--- src/logic/cache_pkg.sv ---
// Instruction cache geometry

package cache_pkg;

    // ----------------------------------------------------------
    // Address layout.
    // ----------------------------------------------------------

    // Fetch address and instruction word widths.
    localparam int ADDR_W = 32;
    localparam int WORD_W = 32;

    // Byte offset inside a word.
    localparam int BYTE_OFF_W = 2;

    // Word offset inside a line.
    localparam int WORD_OFF_W = 2;

    // Line index, 16 lines.
    localparam int INDEX_W = 4;

    // Whatever is left above the index is tag.
    localparam int TAG_W = ADDR_W - INDEX_W - WORD_OFF_W - BYTE_OFF_W;

    // ----------------------------------------------------------
    // Array geometry.
    // ----------------------------------------------------------

    localparam int LINES          = 1 << INDEX_W;
    localparam int WORDS_PER_LINE = 1 << WORD_OFF_W;

    // Address field types.
    typedef logic [ADDR_W     - 1:0] t_addr;
    typedef logic [TAG_W      - 1:0] t_tag;
    typedef logic [INDEX_W    - 1:0] t_index;
    typedef logic [WORD_OFF_W - 1:0] t_word_off;
    typedef logic [WORD_W     - 1:0] t_word;

endpackage

--- src/logic/mem_pkg.sv ---
// Refill memory port definitions

package mem_pkg;

    // Words per refill burst, one full line.
    localparam int BURST_LEN = 4;

    // Credits granted by the memory at reset.
    localparam int CREDIT_MAX = 2;
    localparam int CREDIT_W   = 2;

    // Line address is tag plus index.
    localparam int LINE_ADDR_W = 28;

    // ----------------------------------------------------------
    // Types.
    // ----------------------------------------------------------

    typedef logic [CREDIT_W    - 1:0] t_credit;
    typedef logic [LINE_ADDR_W - 1:0] t_line_addr;

endpackage

--- src/logic/instr_cache_fsm.sv ---
// Instruction cache control FSM

`timescale 1ns/1ps

module instr_cache_fsm (
    // Clock and reset.
    input  logic clk,
    input  logic arstn,

    // Status inputs.
    input  logic i_start_check,
    input  logic i_hit,
    input  logic i_r_last,

    // Control outputs.
    output logic o_stall,
    output logic o_instr_write_en,
    output logic o_start_read,
    output logic o_instr_valid
);

    // ----------------------------------------------------------
    // State register.
    // ----------------------------------------------------------

    typedef enum logic [1:0] {
        IDLE        = 2'b00,
        COMPARE_TAG = 2'b01,
        ALLOCATE    = 2'b10
    } t_state;

    t_state state;
    t_state state_next;

    always_ff @(posedge clk, negedge arstn) begin
        if (!arstn) begin
            state <= IDLE;
        end else begin
            state <= state_next;
        end
    end

    // Next state.
    always_comb begin
        state_next = state;
        case (state)
            IDLE: begin
                if (i_start_check) begin
                    state_next = COMPARE_TAG;
                end
            end
            COMPARE_TAG: begin
                // A miss goes off to fetch the line.
                if (i_hit) begin
                    state_next = IDLE;
                end else begin
                    state_next = ALLOCATE;
                end
            end
            ALLOCATE: begin
                if (i_r_last) begin
                    state_next = COMPARE_TAG;
                end
            end
            default: state_next = IDLE;
        endcase
    end

    // ----------------------------------------------------------
    // Outputs.
    // ----------------------------------------------------------

    // Only a hit in tag compare releases the core.
    assign o_instr_valid    = (state == COMPARE_TAG) && i_hit;
    assign o_stall          = !o_instr_valid;
    assign o_instr_write_en = (state == ALLOCATE);
    assign o_start_read     = (state == ALLOCATE);

    // The last refill word only arrives while a line is allocated.
    a_rlast_in_alloc: assert property (
        @(posedge clk) disable iff (!arstn)
        i_r_last |-> (state == ALLOCATE)
    ) else $error("Last refill word arrived outside allocate.");

endmodule

--- src/logic/refill_tracker.sv ---
// Refill credit and word tracker

`timescale 1ns/1ps

module refill_tracker (
    // Clock and reset.
    input  logic                 clk,
    input  logic                 arstn,

    // From the FSM.
    input  logic                 i_start_read,
    input  logic                 i_instr_write_en,

    // Memory port.
    input  logic                 i_mem_credit,
    input  logic                 i_mem_rvalid,
    input  cache_pkg::t_addr     i_miss_addr,
    output logic                 o_mem_req,
    output mem_pkg::t_line_addr  o_mem_line_addr,

    // Refill write offset.
    output cache_pkg::t_word_off o_word_off
);

    mem_pkg::t_credit     credit_cnt;
    logic                 req_sent;
    cache_pkg::t_word_off word_cnt;

    // One request per allocate, and only with a credit in hand.
    assign o_mem_req = i_start_read && !req_sent && (credit_cnt != '0);

    // Line address drops the word and byte offsets.
    assign o_mem_line_addr = i_miss_addr[cache_pkg::ADDR_W - 1 :
                                         cache_pkg::WORD_OFF_W + cache_pkg::BYTE_OFF_W];

    assign o_word_off = word_cnt;

    // ----------------------------------------------------------
    // Credit counter.
    // ----------------------------------------------------------

    always_ff @(posedge clk, negedge arstn) begin
        if (!arstn) begin
            credit_cnt <= mem_pkg::t_credit'(mem_pkg::CREDIT_MAX);
        end else if (i_mem_credit && !o_mem_req) begin
            credit_cnt <= credit_cnt + 1'b1;
        end else if (o_mem_req && !i_mem_credit) begin
            credit_cnt <= credit_cnt - 1'b1;
        end
    end

    // Request flag, dropped once the FSM leaves allocate.
    always_ff @(posedge clk, negedge arstn) begin
        if (!arstn) begin
            req_sent <= 1'b0;
        end else if (!i_start_read) begin
            req_sent <= 1'b0;
        end else if (o_mem_req) begin
            req_sent <= 1'b1;
        end
    end

    // Burst word counter.
    always_ff @(posedge clk, negedge arstn) begin
        if (!arstn) begin
            word_cnt <= '0;
        end else if (!i_instr_write_en) begin
            word_cnt <= '0;
        end else if (i_mem_rvalid) begin
            if (word_cnt == cache_pkg::t_word_off'(mem_pkg::BURST_LEN - 1)) begin
                word_cnt <= '0;
            end else begin
                word_cnt <= word_cnt + 1'b1;
            end
        end
    end

    // The memory never hands back more credits than it granted.
    a_credit_max: assert property (
        @(posedge clk) disable iff (!arstn)
        credit_cnt <= mem_pkg::t_credit'(mem_pkg::CREDIT_MAX)
    ) else $error("Credit count above the memory limit.");

    // Refill words only follow the request of this allocate.
    a_rdata_after_req: assert property (
        @(posedge clk) disable iff (!arstn)
        i_mem_rvalid |-> (i_instr_write_en && req_sent)
    ) else $error("Refill word arrived without an outstanding request.");

endmodule

--- src/logic/tag_array.sv ---
// Tag and valid storage with hit compare

`timescale 1ns/1ps

module tag_array (
    // Clock and reset.
    input  logic              clk,
    input  logic              arstn,

    // Lookup and fill.
    input  cache_pkg::t_index i_index,
    input  cache_pkg::t_tag   i_tag,
    input  logic              i_fill_done,

    // Lookup result.
    output logic              o_hit
);

    // ----------------------------------------------------------
    // Storage.
    // ----------------------------------------------------------

    logic [cache_pkg::LINES - 1:0] valid;
    cache_pkg::t_tag               tags [cache_pkg::LINES];

    // Valid bits are the only state that must start known.
    always_ff @(posedge clk, negedge arstn) begin
        if (!arstn) begin
            valid <= '0;
        end else if (i_fill_done) begin
            valid[i_index] <= 1'b1;
        end
    end

    // Tag written with the last refill word.
    always_ff @(posedge clk) begin
        if (i_fill_done) begin
            tags[i_index] <= i_tag;
        end
    end

    // ----------------------------------------------------------
    // Hit compare.
    // ----------------------------------------------------------

    assign o_hit = valid[i_index] && (tags[i_index] == i_tag);

    // A refill only ever lands on a line that misses.
    a_fill_on_miss: assert property (
        @(posedge clk) disable iff (!arstn)
        i_fill_done |-> !o_hit
    ) else $error("Refill completed on a line that already hits.");

endmodule

--- src/logic/data_array.sv ---
// Instruction word storage

`timescale 1ns/1ps

module data_array (
    input  logic                 clk,

    // Line select from the fetch address.
    input  cache_pkg::t_index    i_index,

    // Fetch read.
    input  cache_pkg::t_word_off i_rd_off,

    // Refill write.
    input  cache_pkg::t_word_off i_wr_off,
    input  logic                 i_wr_en,
    input  cache_pkg::t_word     i_wr_data,

    output cache_pkg::t_word     o_rd_data
);

    // ----------------------------------------------------------
    // Word array.
    // ----------------------------------------------------------

    cache_pkg::t_word words [cache_pkg::LINES][cache_pkg::WORDS_PER_LINE];

    // One refill word per strobe.
    always_ff @(posedge clk) begin
        if (i_wr_en) begin
            words[i_index][i_wr_off] <= i_wr_data;
        end
    end

    // Read path is combinational, so a hit answers in tag compare.
    assign o_rd_data = words[i_index][i_rd_off];

endmodule

--- src/logic/instr_cache_top.sv ---
// Direct-mapped instruction cache

`timescale 1ns/1ps

module instr_cache_top (
    // Clock and reset.
    input  logic                clk,
    input  logic                arstn,

    // Fetch port.
    input  logic                i_fetch_valid,
    input  cache_pkg::t_addr    i_fetch_addr,
    output logic                o_stall,
    output logic                o_instr_valid,
    output cache_pkg::t_word    o_instr,

    // Memory port.
    input  logic                i_mem_credit,
    input  logic                i_mem_rvalid,
    input  cache_pkg::t_word    i_mem_rdata,
    input  logic                i_mem_rlast,
    output logic                o_mem_req,
    output mem_pkg::t_line_addr o_mem_line_addr
);

    // ----------------------------------------------------------
    // Address split and strobes.
    // ----------------------------------------------------------

    localparam int WORD_LSB  = cache_pkg::BYTE_OFF_W;
    localparam int INDEX_LSB = WORD_LSB + cache_pkg::WORD_OFF_W;
    localparam int TAG_LSB   = INDEX_LSB + cache_pkg::INDEX_W;

    cache_pkg::t_tag      fetch_tag;
    cache_pkg::t_index    fetch_index;
    cache_pkg::t_word_off fetch_word_off;
    cache_pkg::t_word_off fill_word_off;

    logic hit;
    logic start_read;
    logic instr_write_en;
    logic fill_wr;
    logic fill_done;
    logic rlast_valid;

    assign fetch_tag      = i_fetch_addr[cache_pkg::ADDR_W - 1 : TAG_LSB];
    assign fetch_index    = i_fetch_addr[TAG_LSB - 1 : INDEX_LSB];
    assign fetch_word_off = i_fetch_addr[INDEX_LSB - 1 : WORD_LSB];

    assign rlast_valid = i_mem_rvalid && i_mem_rlast;
    assign fill_wr     = instr_write_en && i_mem_rvalid;
    assign fill_done   = fill_wr && i_mem_rlast;

    // ----------------------------------------------------------
    // Instances.
    // ----------------------------------------------------------

    instr_cache_fsm u_fsm (
        .clk              (clk),
        .arstn            (arstn),
        .i_start_check    (i_fetch_valid),
        .i_hit            (hit),
        .i_r_last         (rlast_valid),
        .o_stall          (o_stall),
        .o_instr_write_en (instr_write_en),
        .o_start_read     (start_read),
        .o_instr_valid    (o_instr_valid)
    );

    refill_tracker u_tracker (
        .clk              (clk),
        .arstn            (arstn),
        .i_start_read     (start_read),
        .i_instr_write_en (instr_write_en),
        .i_mem_credit     (i_mem_credit),
        .i_mem_rvalid     (i_mem_rvalid),
        .i_miss_addr      (i_fetch_addr),
        .o_mem_req        (o_mem_req),
        .o_mem_line_addr  (o_mem_line_addr),
        .o_word_off       (fill_word_off)
    );

    tag_array u_tags (
        .clk         (clk),
        .arstn       (arstn),
        .i_index     (fetch_index),
        .i_tag       (fetch_tag),
        .i_fill_done (fill_done),
        .o_hit       (hit)
    );

    data_array u_data (
        .clk       (clk),
        .i_index   (fetch_index),
        .i_rd_off  (fetch_word_off),
        .i_wr_off  (fill_word_off),
        .i_wr_en   (fill_wr),
        .i_wr_data (i_mem_rdata),
        .o_rd_data (o_instr)
    );

endmodule

--- config.mk ---
export PLATFORM = sky130hd
export DESIGN_NAME = instr_cache_top
export DESIGN_NICKNAME = d
export VERILOG_FILES = /design/src/logic/cache_pkg.sv /design/src/logic/mem_pkg.sv /design/src/logic/instr_cache_fsm.sv /design/src/logic/refill_tracker.sv /design/src/logic/tag_array.sv /design/src/logic/data_array.sv /design/src/logic/instr_cache_top.sv
export SDC_FILE = /design/constraint.sdc
export NUM_CORES = 2
export LEC_CHECK = 0
export CORE_UTILIZATION = 25
export CTS_CLUSTER_DIAMETER = 150
export DETAILED_ROUTE_END_ITERATION = 10
export DONT_BUFFER_PORTS = 1
export PLACE_DENSITY = 0.46
export SKIP_LAST_GASP = 1
export SLEW_MARGIN = 5
export SYNTH_ARGS = -nofsm -noshare
export SYNTH_HDL_FRONTEND = slang
export SYNTH_HIERARCHICAL = 1
export SYNTH_SLANG_ARGS = --single-unit
--- constraint.sdc ---
create_clock -name clk -period 6.45 [get_ports clk]
set_input_delay 0 -clock clk [delete_from_list [all_inputs] [get_ports clk]]
set_output_delay 0 -clock clk [all_outputs]
set_load 0.05 [all_outputs]
Word-level counts from Yosys, hierarchy flattened
Memories as Yosys holds them, arrays and structs flattened.
Cells that the tools add are included.
{"block": "totals", "regBits": 23, "n_memories": 2, "romBits": 0, "input_bits": 70, "mem_bits_rw": 2432, "output_inout_bits": 63, "wordCells": 69, "latch_bits": 0}
{"block": "classes", "mul": 0, "bitwise": 3, "n_lt_le_gt_ge": 5, "reduce_logical": 19, "n_eq_ne": 8, "n_div": 0, "muxes": 24, "n_shift": 0, "n_addsub": 3}
{"memory": "u_data.words", "words": 16, "word_bits": 128, "read_ports": 1, "rd_ports_with_merged_regs": 0, "wr": 1, "line": "data_array.sv:26", "source": "cache_pkg::t_word words [cache_pkg::LINES][cache_pkg::WORDS_PER_LINE];"}
{"memory": "u_tags.tags", "words": 16, "word_bits": 24, "read_ports": 1, "rd_ports_with_merged_regs": 0, "wr": 1, "line": "tag_array.sv:24", "source": "cache_pkg::t_tag tags [cache_pkg::LINES];"}
{"operator": "128-bit 2-to-1 mux", "n": 1}
{"operator": "32-bit 2-to-1 mux", "n": 3}
{"operator": "32-bit binary-select mux with 2-bit select", "n": 1}
{"operator": "32-bit demux with 2-bit select", "n": 1}
{"operator": "24-bit equality test", "n": 1}
{"operator": "2-bit 2-to-1 mux", "n": 8}
{"operator": "16-bit OR", "n": 1}
{"operator": "1-bit logical AND", "n": 11}
{"operator": "1-bit 2-to-1 mux", "n": 7}
{"operator": "3-bit >= comparator, second input constant", "n": 2}
{"operator": "2-bit NOT with 3-bit output", "n": 2}
{"operator": "2-bit case mux with 3 select lines", "n": 1}
{"operator": "4-bit by 5-bit less-than comparator with 1-bit output, second input constant", "n": 1}
{"operator": "2-bit by 1-bit adder with 2-bit output, second input constant", "n": 2}
{"operator": "1-bit binary-select mux with 4-bit select", "n": 1}
{"operator": "1-bit demux with 4-bit select", "n": 1}
{"operator": "2-bit equality test, second input constant", "n": 2}
{"operator": "4-bit by 1-bit >= comparator with 1-bit output, second input constant", "n": 1}
{"operator": "1-bit zero test", "n": 4}
{"operator": "2-bit by 1-bit != test with 1-bit output, second input constant", "n": 2}
{"operator": "2-bit != test, second input constant", "n": 2}
{"operator": "2-bit nonzero test", "n": 2}
{"operator": "3-bit by 1-bit less-than comparator with 1-bit output, second input constant", "n": 1}
{"operator": "2-bit by 1-bit equality test with 1-bit output, second input constant", "n": 1}
{"operator": "other kinds (3)", "n": 3}

Logic depth before layout (Yosys ltp)
{"block": "logic_depth", "word_depth": 6, "ltp_mapped": 13, "depth_no_buf": 9}

Modules after synthesis
Netlist, hierarchy kept.
{"mod": "data_array", "n_inst": 1, "cells_per_inst": 3496, "seq_area_each_um2": 61499.0, "area_per_inst_um2": 78262.6}
{"mod": "tag_array", "n_inst": 1, "cells_per_inst": 830, "seq_area_each_um2": 11931.4, "area_per_inst_um2": 16144.2}
{"mod": "refill_tracker", "n_inst": 1, "cells_per_inst": 48, "seq_area_each_um2": 126.4, "area_per_inst_um2": 456.7}
{"mod": "instr_cache_fsm", "n_inst": 1, "cells_per_inst": 11, "seq_area_each_um2": 50.0, "area_per_inst_um2": 120.1}
{"mod": "instr_cache_top", "n_inst": 1, "cells_per_inst": 3, "seq_area_each_um2": 0.0, "area_per_inst_um2": 20.0}

Worst setup path after synthesis
Ideal clock, no wire load.
{"block": "synth_timing", "path_kind": "reg-to-reg", "start": "reg u_fsm.state[1]", "end": "mem u_data/words[3][100] (netlist bit), enable pin", "required_time_ps": 5949, "n_path_buf": 1, "setup_time_ps": 501, "slack_ps": 1493, "period_less_slack_ps": 4957, "path_stages_with_launch": 6, "arrival_ps": 4456, "path_cell_list": "dfrtp_1 -> nor2b_4 -> and2_2 -> or3b_2 -> buf_1 -> nor4_1"}
{"block": "synth_via", "elab_chain_cells": 4}
{"element": "from (decl)", "line": "instr_cache_fsm.sv:32", "source": "t_state state;"}
{"element": "from (signal assigned)", "line": "instr_cache_fsm.sv:39", "source": "state <= state_next;"}
{"element": "2-bit equality test", "line": "instr_cache_fsm.sv:76", "source": "assign o_instr_write_en = (state == ALLOCATE);"}
{"element": "named net instr_write_en", "line": "instr_cache_top.sv:41", "source": "logic instr_write_en;"}
{"element": "1-bit logical AND", "line": "instr_cache_top.sv:51", "source": "assign fill_wr = instr_write_en && i_mem_rvalid;"}
{"element": "named net fill_wr", "line": "instr_cache_top.sv:42", "source": "logic fill_wr;"}
{"element": "1-bit 2-to-1 mux", "line": "data_array.sv:30", "source": "if (i_wr_en) begin"}
{"element": "128-bit 2-to-1 mux (not written as such)", "line": "data_array.sv:31", "source": "words[i_index][i_wr_off] <= i_wr_data;"}
{"element": "to (decl)", "line": "data_array.sv:26"}
The timed path passes the listed nets, and every way through them passes these cells.

Final worst setup path
{"block": "layout_timing", "start": "mem u_tags/tags[7][9] (netlist bit)", "end": "out o_instr_valid"}
{"block": "layout_via", "elab_chain_cells": 4}
{"element": "from (decl)", "line": "tag_array.sv:24"}
{"element": "memory read 16 x 24 bit"}
{"element": "24-bit equality test", "line": "tag_array.sv:46", "source": "assign o_hit = valid[i_index] && (tags[i_index] == i_tag);"}
{"element": "1-bit logical AND", "line": "tag_array.sv:46"}
{"element": "named net hit", "line": "instr_cache_top.sv:39", "source": "logic hit;"}
{"element": "1-bit logical AND", "line": "instr_cache_fsm.sv:74", "source": "assign o_instr_valid = (state == COMPARE_TAG) && i_hit;"}
{"element": "to (decl)", "line": "instr_cache_top.sv:14", "source": "output logic o_instr_valid,"}
The timed path passes the listed nets, and every way through them passes these cells.

==> results.json <==
{
  "finalWirelength_um": 261500,
  "clkSlewWorstSetupHoldPaths_ps": 50,
  "overflow": 0,
  "initial_utilization_pct": 25.09,
  "final-setup-viol-count": 0,
  "setup_ws_ps": 1581,
  "worst_pin_slew_ps": 1646,
  "clockBufferDepth": 4,
  "synth_nets": 4460,
  "grt_first_pass_wirelength_um": 367100,
  "synth_area_um2": 95000,
  "cts_resized": 0,
  "yosysSeqAreaShare_pct": 77.48,
  "path_cells": "mux4_2, nor2_1, a31oi_1, a21bo_2, a2111oi_0, nand4_1, nor4_2, nand3b_1, inv_1",
  "fin_skew_ps": 103.6,
  "dp_cells": 9239,
  "p_clk_share_pct": 43.1,
  "cts_tree": "yes",
  "period_needed_ps": 4869,
  "ioPinCount": 133,
  "syn_to_final_growth_pct": 17.37,
  "cts.sink_count": 2455,
  "io_buffers": 0,
  "route.vias.total": 45260,
  "violations": "max-slew violations",
  "holdPathEnd": "o_mem_line_addr[24]",
  "grt_max_degree": 328,
  "die_h_um": 618.5,
  "drt-pass1-iter-count": 5,
  "cts_setup_buffers": 0,
  "synthFlopType": "edfxtp_1",
  "crit_path_max_incr_delay_ps": 720,
  "crit_type": "register to primary output",
  "track_usage_pct": 13.36,
  "num_rows": 226,
  "swShare_pct": 21.84,
  "switching_power_w": 0.007521,
  "syn_inst": 4388,
  "nets": 4679,
  "p_total_w": 0.03444,
  "synth_edf_count": 2432,
  "power.leakage_nw": 34.63,
  "fin_util_pct": 29.45,
  "yosysWarnings": 6,
  "r2r_setup_slack_ps": 2630,
  "reg2reg_depth": 10,
  "arrival_ps": 4870,
  "synth.area.top_cells": "edfxtp_1, mux4_2, mux2i_1",
  "core_um2": 378600,
  "ys_ff_latch": 2455,
  "drc": 0,
  "yosys.cell_types.count": 75,
  "dp_hpwl_um": 136700,
  "fin_cells": 9822,
  "fmax_mhz": 205.4,
  "outcome": "finished, violations left",
  "crit_required_ps": 6450,
  "antenna_found_initial": 14,
  "powerDensity_nw_per_um2": 308.9,
  "whs_path_depth": 0,
  "p_seq_share_pct": 51.4,
  "die_w_um": 618.5,
  "maxCapViolations": 0,
  "start_kind": "register",
  "reg2reg_from": "u_tags/tags[7][9]$_DFFE_PP_",
  "crit_buf_inv": 1,
  "place_ws_ps": 1565,
  "period_share_pct": 75.49,
  "globalplace.congestion": 0.7328,
  "clock_latency_ps": 920,
  "crit_family": "simple AND/OR/NAND/NOR gates",
  "hp-class": "primary input to primary output",
  "cts_max_level": 5,
  "numCtsBuffers": 270,
  "relSlewSlack_pct": -9.736,
  "peakVddDrop_v": 0.0002223,
  "tns_ps": 0,
  "slew_violations": 60,
  "internal_power_w": 0.02692,
  "cp_max_fo": 2,
  "dieArea_um2": 382500,
  "wire_per_inst_um": 26.63,
  "synth_top_area_share_pct": 76.87,
  "cts_root_buf": "clkbuf_16",
  "grt_pass1_vias": 47125,
  "first_iter_violations": 3884,
  "grt_setup_unrepaired": "false",
  "timing.rr.end": "u_fsm/state[1]$_DFFE_PN0P_",
  "yosys.area.top_type": "edfxtp_1",
  "end_kind": "primary output",
  "synthArstFlopShare_pct": 0.9369,
  "postSynthAreaPerCell_um2": 21.65,
  "crit_slowest_cell": "a2111oi_0",
  "ant_nets": 0,
  "vias_per_cell": 4.608,
  "hp-start": "i_fetch_addr[28]",
  "combPwrFrac_pct": 5.5,
  "hold_viol_final": 0,
  "drive_gt1_share_pct": 23.45
}
-- sequential cells by signal, summed over array words and instances, names as in the netlist --
name and cells:
u_tracker/credit_cnt 2, u_data/words 2048, u_tracker/o_word_off 2, u_tags/valid 16
u_fsm/state 2, u_tracker/req_sent 1, u_tags/tags 384
-- layout make-up --
type / instances / area [µm²]
Multi-Input combinational cell: 1642 / 20360
Clock buffer: 334 / 7039
Sequential cell: 2455 / 73610
Clock inverter: 133 / 1380
Fill cell: 36604 / 267100
Tap cell: 5016 / 6276
Timing Repair Buffer: 226 / 2786
Antenna cell: 4 / 10.01
Inverter: 12 / 45.04
-- worst max-delay path by stage --
stage	cells after the start	slack, ps	startpoint	end
6_report	9	1580	u_tags/tags[7][9]$_DFFE_PP_	o_instr_valid
5_1_grt	9	1330	u_tags/tags[7][9]$_DFFE_PP_	o_instr_valid
4_1_cts	9	1310	u_tags/tags[7][9]$_DFFE_PP_	o_instr_valid
3_5_place_dp	7	1560	i_fetch_addr[4]	o_instr[17]
3_3_place_gp	7	1520	i_fetch_addr[4]	o_instr[17]
2_1_floorplan	5	1490	u_fsm/state[1]$_DFFE_PN0P_	u_data/words[3][100]$_DFFE_PP_
-- cells in the final DEF, fill, tap and decap left out, types with 52 or more instances in the layout --
master         synthesis  routed
edfxtp_1            2432    2432
mux4_2               446     446
mux2i_1              381     381
clkbuf_16              0     272
buf_4                 77     100
a21oi_1               98      98
o221ai_1              87      87
nor2_4                 0      78
dlygate4sd3_1          0      75
clkbuf_1             105      62
a22oi_1               59      59
o22ai_1               54      54
clkinv_1               0      52
-- layer usage --
metal	vias to the layer above	GRT usage [%]	wire, µm
li1	18998	-	-
met1	24944	18.24	116300
met2	1028	22.40	128700
met3	286	1.810	10900
met4	4	3.350	5666
met5	-	0	27
-- logic make-up after synthesis --
| kind of cell | share of synthesized area [%] |
|---|---|
| adders and majority gates | 0.02634 |
| DFF | 77.48 |
| muxes | 15.21 |
| and+or+nand+nor | 1.197 |
| AOI/OAI and AO/OA | 4.058 |
| buffers and inverters | 1.812 |
| xor gates and xnor gates | 0.2213 |
-- per-stage QoR --
stage / hold WS [ps] / area, µm²
after detailed placement: -293.7 / 101300
after CTS: 0.3746 / 111400
final: 0.01586 / 111500
after global routing: 0.1003 / 111500
after floorplan: -295.6 / 95000
after global placement: -293.9 / 101300
-- power groups by stage --
stage	logic, W	registers [W]	clock network (W)
finish	0.00189	0.0177	0.0148
global route	0.00200	0.0177	0.0158
CTS	0.00188	0.0177	0.0153
detailed placement	0.00149	0.0180	0
global placement	0.00149	0.0180	0
floorplan	0.00116	0.0180	0
-- synth_stat cells, drive strengths merged (2+ instances only) --
master   count
edfxtp    2432
mux4       449
mux2i      381
buf        173
clkbuf     106
a21oi       98
nor2        91
o221ai      87
a22oi       59
o22ai       54
mux2        45
nand2       41
a22o        36
a2111oi     35
o21ai       34
o211a       26
dfrtp       22
a221o       20
nor2b       18
or2         17
inv         12
xnor2       12
xor2        12
a211o       11
and2        11
nand3       11
nor4        10
a211oi       9
a31oi        7
nand3b       7
nand2b       6
a2111o       5
a221oi       5
o31ai        5
nor3         4
and3         3
o2111ai      3
o211ai       3
o2bb2ai      3
or3b         3
a32o         2
ha           2
nand4        2
o21a         2
-- what timing repair did --
item / CTS / global route
endpoints found under the hold margin: 2626 / 0
hold buffers: 109 / 0
endpoints found under the setup margin: 0 / 0
(Power assumes the default switching activity.)
